### config.mk
export PLATFORM = sky130hd
export DESIGN_NAME = elevator_controller_top
export DESIGN_NICKNAME = d
export VERILOG_FILES = /design/src/verilog/elevator_pkg.sv /design/src/verilog/button_latch.sv /design/src/verilog/request_queue.sv /design/src/verilog/car_command.sv /design/src/verilog/elevator_controller_top.sv
export VERILOG_INCLUDE_DIRS = /design/src /design/src/verilog
export SDC_FILE = /design/constraint.sdc
export NUM_CORES = 1
export LEC_CHECK = 0
export BUFFER_PORTS_ARGS = -buffer_cell sky130_fd_sc_hd__buf_2
export CAP_MARGIN = 20
export CELL_PAD_IN_SITES_DETAIL_PLACEMENT = 1
export CELL_PAD_IN_SITES_GLOBAL_PLACEMENT = 1
export CORE_UTILIZATION = 46
export DETAILED_ROUTE_END_ITERATION = 16
export PLACE_DENSITY = 0.84
export SETUP_SLACK_MARGIN = 0.02
export SLEW_MARGIN = 30
export SYNTH_ARGS = -nofsm -noshare
export SYNTH_HDL_FRONTEND = slang
export SYNTH_SLANG_ARGS = --single-unit
### constraint.sdc
create_clock -name clock -period 4.3 [get_ports clock]
set_clock_uncertainty 0.2 [all_clocks]
set_input_delay 0.86 -clock clock [delete_from_list [all_inputs] [get_ports clock]]
set_output_delay 0.86 -clock clock [all_outputs]
set_load 0.02 [all_outputs]
### src/verilog/elevator_consts.svh
`ifndef ELEVATOR_CONSTS_SVH
`define ELEVATOR_CONSTS_SVH

////////////////////
// Building size
////////////////////

// Floors served by the car, floor 1 is encoded as 0
`define FLOOR_COUNT 11

// Enough bits to hold floor numbers 0 to 10
`define FLOOR_WIDTH 4

////////////////////
// Request queue
////////////////////

// Entries held between a press and its service
`define QUEUE_DEPTH 8

// Read and write pointers wrap on their own at this width
`define QUEUE_PTR_WIDTH 3

`endif

### src/verilog/elevator_pkg.sv
`default_nettype none

`include "elevator_consts.svh"

package elevator_pkg;

    // Floor number, floor 1 is 0 and floor 11 is 10
    typedef logic [`FLOOR_WIDTH-1:0] floor_t;

    // One bit per floor, shared by buttons and lights
    typedef logic [`FLOOR_COUNT-1:0] button_vec_t;

    // Queue occupancy, one bit wider than a pointer so a full queue fits
    typedef logic [`QUEUE_PTR_WIDTH:0] queue_count_t;

    // Dispatch FSM
    typedef enum logic [1:0] {
        DISP_IDLE,
        DISP_SEND,
        DISP_TRAVEL
    } dispatch_state_t;

endpackage

`default_nettype wire

### src/verilog/button_latch.sv
`timescale 1ns/1ns
`default_nettype none

`include "elevator_consts.svh"

module button_latch (
    input  wire                       clock,
    input  wire                       reset_n,
    input  elevator_pkg::button_vec_t floor_call_buttons,
    input  elevator_pkg::button_vec_t panel_buttons,
    input  wire                       power_switch,
    input  wire                       emergency_btn,
    input  elevator_pkg::floor_t      current_floor,
    input  wire                       full,
    input  wire                       served,
    input  elevator_pkg::floor_t      served_floor,
    output elevator_pkg::button_vec_t call_button_lights,
    output elevator_pkg::button_vec_t panel_button_lights,
    output logic                      push,
    output elevator_pkg::floor_t      push_floor
);

    logic                      service_en;
    logic                      panel_hit;
    logic                      call_hit;
    elevator_pkg::floor_t      panel_floor;
    elevator_pkg::floor_t      call_floor;
    elevator_pkg::button_vec_t set_mask;
    elevator_pkg::button_vec_t clear_mask;

    assign service_en = power_switch && !emergency_btn;

    ////////////////////
    // Request selection
    ////////////////////

    // Walk from the top floor down so the lowest pending press is the one kept
    always_comb begin
        panel_hit   = 1'b0;
        call_hit    = 1'b0;
        panel_floor = '0;
        call_floor  = '0;
        for (int i = `FLOOR_COUNT - 1; i >= 0; i--) begin
            if (panel_buttons[i] && !panel_button_lights[i] &&
                current_floor != elevator_pkg::floor_t'(i)) begin
                panel_hit   = 1'b1;
                panel_floor = elevator_pkg::floor_t'(i);
            end
            if (floor_call_buttons[i] && !call_button_lights[i] &&
                current_floor != elevator_pkg::floor_t'(i)) begin
                call_hit   = 1'b1;
                call_floor = elevator_pkg::floor_t'(i);
            end
        end
    end

    // Car panel beats hall calls; a full queue holds every press back
    assign push       = service_en && !full && (panel_hit || call_hit);
    assign push_floor = panel_hit ? panel_floor : call_floor;

    assign set_mask   = elevator_pkg::button_vec_t'(1) << push_floor;
    assign clear_mask = served ? (elevator_pkg::button_vec_t'(1) << served_floor) : '0;

    ////////////////////
    // Lights
    ////////////////////

    // A serve on the same floor wins over a new set
    always_ff @(posedge clock or negedge reset_n) begin
        if (!reset_n) begin
            call_button_lights  <= '0;
            panel_button_lights <= '0;
        end else begin
            if (push && panel_hit)
                panel_button_lights <= (panel_button_lights | set_mask) & ~clear_mask;
            else
                panel_button_lights <= panel_button_lights & ~clear_mask;
            if (push && !panel_hit)
                call_button_lights <= (call_button_lights | set_mask) & ~clear_mask;
            else
                call_button_lights <= call_button_lights & ~clear_mask;
        end
    end

endmodule

`default_nettype wire

### src/verilog/request_queue.sv
`timescale 1ns/1ns
`default_nettype none

`include "elevator_consts.svh"

module request_queue (
    input  wire                  clock,
    input  wire                  reset_n,
    input  wire                  push,
    input  elevator_pkg::floor_t push_floor,
    input  wire                  pop,
    output elevator_pkg::floor_t head_floor,
    output logic                 not_empty,
    output logic                 full
);

    elevator_pkg::floor_t        entries [`QUEUE_DEPTH];
    logic [`QUEUE_PTR_WIDTH-1:0] wr_ptr;
    logic [`QUEUE_PTR_WIDTH-1:0] rd_ptr;
    elevator_pkg::queue_count_t  count;
    logic                        do_push;
    logic                        do_pop;

    // Guard against writes past the end and reads from an empty store
    assign do_push = push && !full;
    assign do_pop  = pop && not_empty;

    assign not_empty  = (count != '0);
    assign full       = (count == elevator_pkg::queue_count_t'(`QUEUE_DEPTH));
    assign head_floor = entries[rd_ptr];

    ////////////////////
    // Storage
    ////////////////////

    always_ff @(posedge clock) begin
        if (do_push)
            entries[wr_ptr] <= push_floor;
    end

    ////////////////////
    // Pointers
    ////////////////////

    // Depth is a power of two, so the pointers wrap by overflow
    always_ff @(posedge clock or negedge reset_n) begin
        if (!reset_n) begin
            wr_ptr <= '0;
            rd_ptr <= '0;
            count  <= '0;
        end else begin
            if (do_push)
                wr_ptr <= wr_ptr + 1'b1;
            if (do_pop)
                rd_ptr <= rd_ptr + 1'b1;
            case ({do_push, do_pop})
                2'b10:   count <= count + 1'b1;
                2'b01:   count <= count - 1'b1;
                default: count <= count;
            endcase
        end
    end

endmodule

`default_nettype wire

### src/verilog/car_command.sv
`timescale 1ns/1ns
`default_nettype none

module car_command (
    input  wire                  clock,
    input  wire                  reset_n,
    input  wire                  power_switch,
    input  wire                  emergency_btn,
    input  wire                  door_open_btn,
    input  wire                  door_close_btn,
    input  elevator_pkg::floor_t current_floor,
    input  wire                  elevator_moving,
    input  elevator_pkg::floor_t head_floor,
    input  wire                  not_empty,
    output logic                 pop,
    output logic                 served,
    output elevator_pkg::floor_t served_floor,
    output elevator_pkg::floor_t elevator_floor_selector,
    output logic                 direction_selector,
    output logic                 activate_elevator,
    output logic                 door_open_allowed,
    output logic                 door_close_allowed
);

    elevator_pkg::dispatch_state_t state;
    logic                          service_en;
    logic                          car_stopped;

    assign service_en  = power_switch && !emergency_btn;
    assign car_stopped = !elevator_moving;

    ////////////////////
    // Dispatch FSM
    ////////////////////

    always_ff @(posedge clock or negedge reset_n) begin
        if (!reset_n) begin
            state                   <= elevator_pkg::DISP_IDLE;
            pop                     <= 1'b0;
            served                  <= 1'b0;
            served_floor            <= '0;
            elevator_floor_selector <= '0;
            direction_selector      <= 1'b0;
            activate_elevator       <= 1'b0;
        end else begin
            pop    <= 1'b0;
            served <= 1'b0;
            if (!service_en) begin
                // Queue stays intact, the head is dispatched again on recovery
                state             <= elevator_pkg::DISP_IDLE;
                activate_elevator <= 1'b0;
            end else begin
                case (state)
                    elevator_pkg::DISP_IDLE: begin
                        // Skip the cycle where the previous head is still leaving
                        if (car_stopped && not_empty && !pop) begin
                            if (head_floor == current_floor) begin
                                pop          <= 1'b1;
                                served       <= 1'b1;
                                served_floor <= head_floor;
                            end else begin
                                elevator_floor_selector <= head_floor;
                                direction_selector      <= (head_floor > current_floor);
                                activate_elevator       <= 1'b1;
                                state                   <= elevator_pkg::DISP_SEND;
                            end
                        end
                    end
                    elevator_pkg::DISP_SEND: begin
                        if (elevator_moving) begin
                            activate_elevator <= 1'b0;
                            state             <= elevator_pkg::DISP_TRAVEL;
                        end
                    end
                    elevator_pkg::DISP_TRAVEL: begin
                        if (car_stopped && current_floor == elevator_floor_selector) begin
                            pop          <= 1'b1;
                            served       <= 1'b1;
                            served_floor <= elevator_floor_selector;
                            state        <= elevator_pkg::DISP_IDLE;
                        end
                    end
                    default: state <= elevator_pkg::DISP_IDLE;
                endcase
            end
        end
    end

    // Doors only respond with the car at rest and power on
    always_ff @(posedge clock or negedge reset_n) begin
        if (!reset_n) begin
            door_open_allowed  <= 1'b0;
            door_close_allowed <= 1'b0;
        end else begin
            door_open_allowed  <= door_open_btn && car_stopped && power_switch;
            door_close_allowed <= door_close_btn && car_stopped && power_switch;
        end
    end

endmodule

`default_nettype wire

### src/verilog/elevator_controller_top.sv
`timescale 1ns/1ns
`default_nettype none

module elevator_controller_top (
    input  wire                       clock,
    input  wire                       reset_n,
    input  elevator_pkg::button_vec_t floor_call_buttons,
    input  elevator_pkg::button_vec_t panel_buttons,
    input  wire                       door_open_btn,
    input  wire                       door_close_btn,
    input  wire                       emergency_btn,
    input  wire                       power_switch,
    input  elevator_pkg::floor_t      current_floor,
    input  wire                       elevator_moving,
    output elevator_pkg::floor_t      elevator_floor_selector,
    output wire                       direction_selector,
    output wire                       activate_elevator,
    output elevator_pkg::button_vec_t call_button_lights,
    output elevator_pkg::button_vec_t panel_button_lights,
    output wire                       door_open_allowed,
    output wire                       door_close_allowed
);

    // Input side to queue
    wire                  push;
    elevator_pkg::floor_t push_floor;
    wire                  full;

    // Queue to output side
    elevator_pkg::floor_t head_floor;
    wire                  not_empty;
    wire                  pop;

    // Output side back to the lights
    wire                  served;
    elevator_pkg::floor_t served_floor;

    button_latch u_button_latch (
        .clock               (clock),
        .reset_n             (reset_n),
        .floor_call_buttons  (floor_call_buttons),
        .panel_buttons       (panel_buttons),
        .power_switch        (power_switch),
        .emergency_btn       (emergency_btn),
        .current_floor       (current_floor),
        .full                (full),
        .served              (served),
        .served_floor        (served_floor),
        .call_button_lights  (call_button_lights),
        .panel_button_lights (panel_button_lights),
        .push                (push),
        .push_floor          (push_floor)
    );

    request_queue u_request_queue (
        .clock      (clock),
        .reset_n    (reset_n),
        .push       (push),
        .push_floor (push_floor),
        .pop        (pop),
        .head_floor (head_floor),
        .not_empty  (not_empty),
        .full       (full)
    );

    car_command u_car_command (
        .clock                   (clock),
        .reset_n                 (reset_n),
        .power_switch            (power_switch),
        .emergency_btn           (emergency_btn),
        .door_open_btn           (door_open_btn),
        .door_close_btn          (door_close_btn),
        .current_floor           (current_floor),
        .elevator_moving         (elevator_moving),
        .head_floor              (head_floor),
        .not_empty               (not_empty),
        .pop                     (pop),
        .served                  (served),
        .served_floor            (served_floor),
        .elevator_floor_selector (elevator_floor_selector),
        .direction_selector      (direction_selector),
        .activate_elevator       (activate_elevator),
        .door_open_allowed       (door_open_allowed),
        .door_close_allowed      (door_close_allowed)
    );

endmodule

`default_nettype wire

; ---- Word level (Yosys, flattened, before mapping)
; Memories as Yosys holds them, arrays and structs flattened.
; Index checks and enable logic that the tools add are counted.
[op_classes]
addsub = 4
magnitude_cmp = 1
eq_ne = 25
n_shift = 2
mux = 71
bitwise_logic = 8
n_reduce_logical = 95
[op_table]
columns = operator, n
row1 = $mux W4, 26
row2 = $logic_and A1 B1 Y1, 58
row3 = $and A11 B11 Y11, 4
row4 = $mux W11, 3
row5 = $mux W1, 32
row6 = $logic_not A1 Y1, 27
row7 = $or A11 B11 Y11, 2
row8 = $shl A1 B4 Y11 const A, 2
row9 = $ne A4 B3 Y1 const B, 4
row10 = $pmux W4 S2, 2
row11 = $ne A4 B4 Y1 const B, 3
row12 = $reduce_and A4 Y1, 3
row13 = $not A11 Y11, 1
row14 = $mux W2, 5
row15 = $eq A4 B4 Y1, 2
row16 = $ne A4 B2 Y1 const B, 2
row17 = $reduce_bool A4 Y1, 2
row18 = $add A3 B1 Y3 const B, 2
row19 = $ne A2 B1 Y1 const B, 3
row20 = $ne A3 B2 Y1 const B, 2
row21 = $ne A3 B3 Y1 const B, 2
row22 = $pmux W2 S3, 1
row23 = $reduce_and A5 Y1, 1
row24 = $add A4 B1 Y4 const B, 1
row25 = other kinds (12), 16
[word_totals]
regBits = 47
mem_bits_rw = 32
output_inout_bits = 30
wordCells = 220
n_memories = 1
[memory_table]
columns = name, words, word_bits, read_ports, rd_ports_with_merged_regs, wr, line_no
row1 = u_request_queue.entries, 8, 4, 1, 0, 1, request_queue.sv:17  ; elevator_pkg::floor_t entries [`QUEUE_DEPTH];

; ---- Logic depth before layout (Yosys ltp)
[depth]
word_depth = 19
ltp_mapped = 14
depth_no_buf = 13

; ---- Hierarchy
; Synthesis repeated with hierarchy kept, for this count alone.
[hier_totals]
hier_cells = 396
hier_area_um2 = 4636.9
[modules_own_cells]
columns = mod, instances, cells_per_inst, area_per_inst_um2
row1 = button_latch, 1, 217, 1898.1
row2 = request_queue, 1, 111, 1890.6
row3 = car_command, 1, 68, 848.3

; ---- Worst setup path before layout
; OpenSTA, ideal clock, no wires.
[synth_path]
path_type = in2reg
start = input port current_floor[1]
end = register u_request_queue.count[2]
setup_time_ns = 0.125
arrival_time_ns = 3.728
slack_ns = 0.247
cell_stages = 14
path_buffers = 1
path_cell_list = buf_4 or4b_4 and3b_4 or4_1 nor3_1 a21oi_1 inv_1 ha_1 xor2_1 ha_1 a21oi_1 xor2_1 nor2_1 xor2_1
[synth_via]
elab_chain_cells = 18
[synth_rtl]
columns = element, line_no
row1 = from (decl), elevator_controller_top.sv:13  ; input elevator_pkg::floor_t current_floor,
row2 = $ne A4 B4 Y1, "button_latch.sv:45, button_latch.sv:50"
row3 = $logic_and A1 B1 Y1 (on tied branches), "button_latch.sv:44, button_latch.sv:49"
row4 = $mux W1 (on tied branches) (11 in series), "button_latch.sv:44, button_latch.sv:49"
row5 = $logic_or A1 B1 Y1 *, button_latch.sv:58  ; assign push = service_en && !full && (panel_hit || call_hit);
row6 = $logic_and A1 B1 Y1 *, button_latch.sv:58
row7 = $logic_and A1 B1 Y1 *, request_queue.sv:25  ; assign do_push = push && !full;
row8 = $eq A2 B1 Y1 or $eq A2 B2 Y1 (tied branches), request_queue.sv:56  ; case ({do_push, do_pop})
row9 = $pmux W4 S2 or $reduce_bool A2 Y1 (tied branches), --
row10 = to (signal assigned), request_queue.sv:57  ; 2'b10: count <= count + 1'b1;
row11 = to (signal assigned), request_queue.sv:58  ; 2'b01: count <= count - 1'b1;
row12 = to (signal assigned), request_queue.sv:59  ; default: count <= count;
row13 = to (decl), request_queue.sv:20  ; elevator_pkg::queue_count_t count;
; Every way passes the cells marked *; elsewhere a longest branch is shown, timed or not.
; A chain may end at the register's enable or synchronous reset.

; ---- Final worst setup path
[layout_path]
start = input port current_floor[3]
end = register u_request_queue.count[3]
; The elaborated chain is that of the path after synthesis.

==> flow_summary.json <==
{
  "status": "completed",
  "setup_viol": 0,
  "clk_path_buf_depth": 2,
  "path_buf_inv": 2,
  "path_common_cell": "a21oi_1",
  "numPortBuffers": 62,
  "cts_tree": "yes",
  "cts_sinks": 79,
  "syn-mean-instance-area_um2": 11.6,
  "dp_hpwl_um": 8840,
  "synth_ff_type": "dfrtp_1",
  "max_freq_ghz": 0.255,
  "p_per_area_nw_per_um2": 511,
  "fin_crit_ps": 3920,
  "multi_input_area_um2": 2100,
  "netlist_instances": 375,
  "synth-warning-count": 0,
  "period_share_pct": 91.1,
  "hold_path_end": "u_request_queue.wr_ptr[2]",
  "diodes": 0,
  "finalHoldViolations": 0,
  "drt_iter0_drc": 261,
  "path_clk_slew_ps": 90,
  "synth_edf_count": 32,
  "antenna_found_initial": 0,
  "overflow": 0,
  "synth_top_area_cell": "dfrtp_1",
  "holdWs_ps": 296,
  "crit_path_end_kind": "flip-flop",
  "track_usage_pct": 25.7,
  "drive_gt1_share_pct": 29.6,
  "crit_slowest_cell": "or4_1",
  "nNetsFinal": 490,
  "grt_pass1_vias": 3473,
  "utilization_pct": 54.8,
  "grt_max_degree": 48,
  "ant_nets": 0,
  "critPathMaxFanout": 4,
  "maxCapViolCount": 0,
  "io_pins": 63,
  "grt_pass1_wl_um": 18800,
  "synth_top_area_share_pct": 27.1,
  "fill_cells": 1010,
  "numCtsBuffers": 9,
  "wl_per_cell_um": 20.9,
  "worstPathRequired_ps": 4390,
  "num_rows": 35,
  "ys_seq_area_share_pct": 49.3,
  "area_growth_pct": 16.2,
  "viasPerCell": 5.95,
  "worstMarginPinSlew_ps": 800,
  "crit_arrival_ps": 4010,
  "timing.rr.end": "u_car_command.served_floor[3]",
  "slew_headroom_pct": 46.3,
  "hold_path.class": "reg2reg",
  "synth-async-reset-ratio_pct": 59.5,
  "root_buffer": "clkbuf_8",
  "syn_area_um2": 4340,
  "clock_latency_ps": 360,
  "core-area_um2": 9200,
  "synth.area.top_cells": "dfrtp_1 (27%), edfxtp_1 (22%), mux2_2 (4.2%)",
  "critPathKind": "in2reg",
  "reg2regPathDepth": 8,
  "slew_violations": 0,
  "cpPeakStageDelay_ps": 570,
  "cts_hold_buf": 0,
  "synth.distinct_cells": 69,
  "synth_seq_cells": 79,
  "ff_latch_area_um2": 2140,
  "worstHoldStart": "u_request_queue.wr_ptr[2]",
  "die_x_um": 99.1,
  "dieArea_um2": 9830,
  "critPathLaunchType": "primary input",
  "vias": 3353,
  "routabilityCongestion": 0.932,
  "syn_nets": 417,
  "cts_setup_buffers": 0,
  "whs_path_depth": 1,
  "crit_family": "simple AND/OR/NAND/NOR gates",
  "rsz0062_at_grt": "no",
  "ir_drop_mv": 0.245,
  "htreeDepth": 3,
  "drt_pass1_iterations": 4,
  "routed_wl_um": 11800,
  "cts_resized": 0,
  "rrSetupSlack_ps": 650,
  "drcViolationCount": 0,
  "initial_core_util_pct": 47.2,
  "die_h_um": 99.1,
  "p_leak_uw": 0.00202,
  "path_cells": "buf_2, or4b_4, and3b_4, or4_1, nor3_1, a21oi_1, inv_1, ha_1, nor4bb_1, a21oi_1, o22a_1, nor2_1, xor2_1",
  "r2r-start": "u_request_queue.rd_ptr[0]",
  "tns_ps": 0
}
state kept, by name (all words and copies together), names as in the netlist:
signal	flops
u_car_command.door_open_allowed	1
u_request_queue.entries	32
u_car_command.state	2
u_car_command.elevator_floor_selector	4
u_request_queue.count	4
u_request_queue.wr_ptr	3
u_car_command.pop	1
u_car_command.served_floor	4
u_request_queue.rd_ptr	3
u_car_command.activate_elevator	1
u_button_latch.call_button_lights	11
u_car_command.direction_selector	1
u_car_command.door_close_allowed	1
u_button_latch.panel_button_lights	11
where the power goes:
group	internal (µW)	total (µW)	switching [µW]
combinational	368	826	458
clock	338	618	280
sequential	937	1130	193
cells by family (layout without fill, tap and decap cells):
group / count (synthesis) / in the layout / share of synthesized area [%]
AOI/OAI and AO/OA: 56 / 56 / 10.9
xor gates and xnor gates: 13 / 13 / 2.62
adders and majority gates: 9 / 9 / 2.60
buffers and inverters: 22 / 100 / 2.34
DFF: 79 / 79 / 49.3
muxes: 25 / 25 / 8.54
and+or+nand+nor: 171 / 171 / 23.7
per-stage QoR:
step	area, µm²	worst slack [ps]	cells	power [µW]
2_1_floorplan	4340	247	375	1680
3_3_place_gp	4810	235	548	1920
3_5_place_dp	4810	120	548	1960
4_1_cts	5040	429	564	2590
5_1_grt	5040	228	564	2710
6_report	5040	383	564	2570
metal layers:
layer	wire, µm	global-route usage (%)	vias up	share of wire, %
met5	0	0	-	0
met4	212	9.84	0	1.8
met3	465	3.87	16	3.9
met2	5840	42.9	102	50
met1	5270	34.1	1683	45
li1	-	-	1552	-
cell usage after synthesis (2+ instances only):
library cell / number
edfxtp_1: 32
a311oi_1: 2
xor2_1: 7
nor3b_1: 2
mux2_2: 16
or4bb_1: 2
dfrtp_1: 47
buf_2: 2
and2_1: 3
nor2b_1: 12
o21ai_0: 6
and3b_1: 5
a21oi_1: 10
nand4bb_1: 2
o311a_1: 2
nand3_1: 7
nand4b_1: 2
ha_1: 9
buf_4: 2
or4b_1: 2
nor3_1: 15
o32ai_4: 2
inv_1: 10
o311ai_0: 2
mux4_2: 8
nand3b_1: 15
o31ai_1: 15
or3b_2: 2
nand2b_1: 13
o31ai_2: 3
o21a_1: 3
nor4_1: 3
clkbuf_1: 6
xnor2_1: 6
nand4_1: 5
nor2_1: 24
nand2_1: 39
worst max-delay path by stage:
stage	slack [ps]	startpoint	cells past startpoint	to
2_1_floorplan	250	current_floor[1]	14	u_request_queue.count[2]
3_3_place_gp	240	current_floor[3]	14	u_request_queue.count[2]
3_5_place_dp	120	current_floor[3]	14	u_request_queue.count[2]
4_1_cts	430	current_floor[3]	13	u_request_queue.count[3]
5_1_grt	230	current_floor[3]	13	u_request_queue.count[3]
6_report	380	current_floor[3]	13	u_request_queue.count[3]
cell usage in the layout, fill, tap and decap left out, types with 3 or more instances in the layout:
cell / n
o21a_1: 3
buf_2: 62
edfxtp_1: 32
and3b_1: 5
and2_1: 3
nand2_1: 39
a21oi_1: 10
clkbuf_8: 11
o31ai_1: 15
nand3b_1: 15
xnor2_1: 6
buf_4: 12
o21ai_0: 6
nor4_1: 3
nor3_1: 15
inv_1: 10
nand2b_1: 13
nor2_1: 24
o31ai_2: 3
mux2_2: 16
mux4_2: 8
dfrtp_1: 47
nand3_1: 7
nand4_1: 5
nor2b_1: 12
xor2_1: 7
ha_1: 9
cell type report:
cell class / instances / share of cell area [%]
multi-input combinational: 274 / 41.7
clock buffer: 13 / 3.57
tap: 111 / 2.76
clock inverter: 3 / 0.918
timing repair buffer: 74 / 7.94
sequential: 79 / 42.4
inverter: 10 / 0.745
Note: power is estimated with default switching activity, not from simulation.
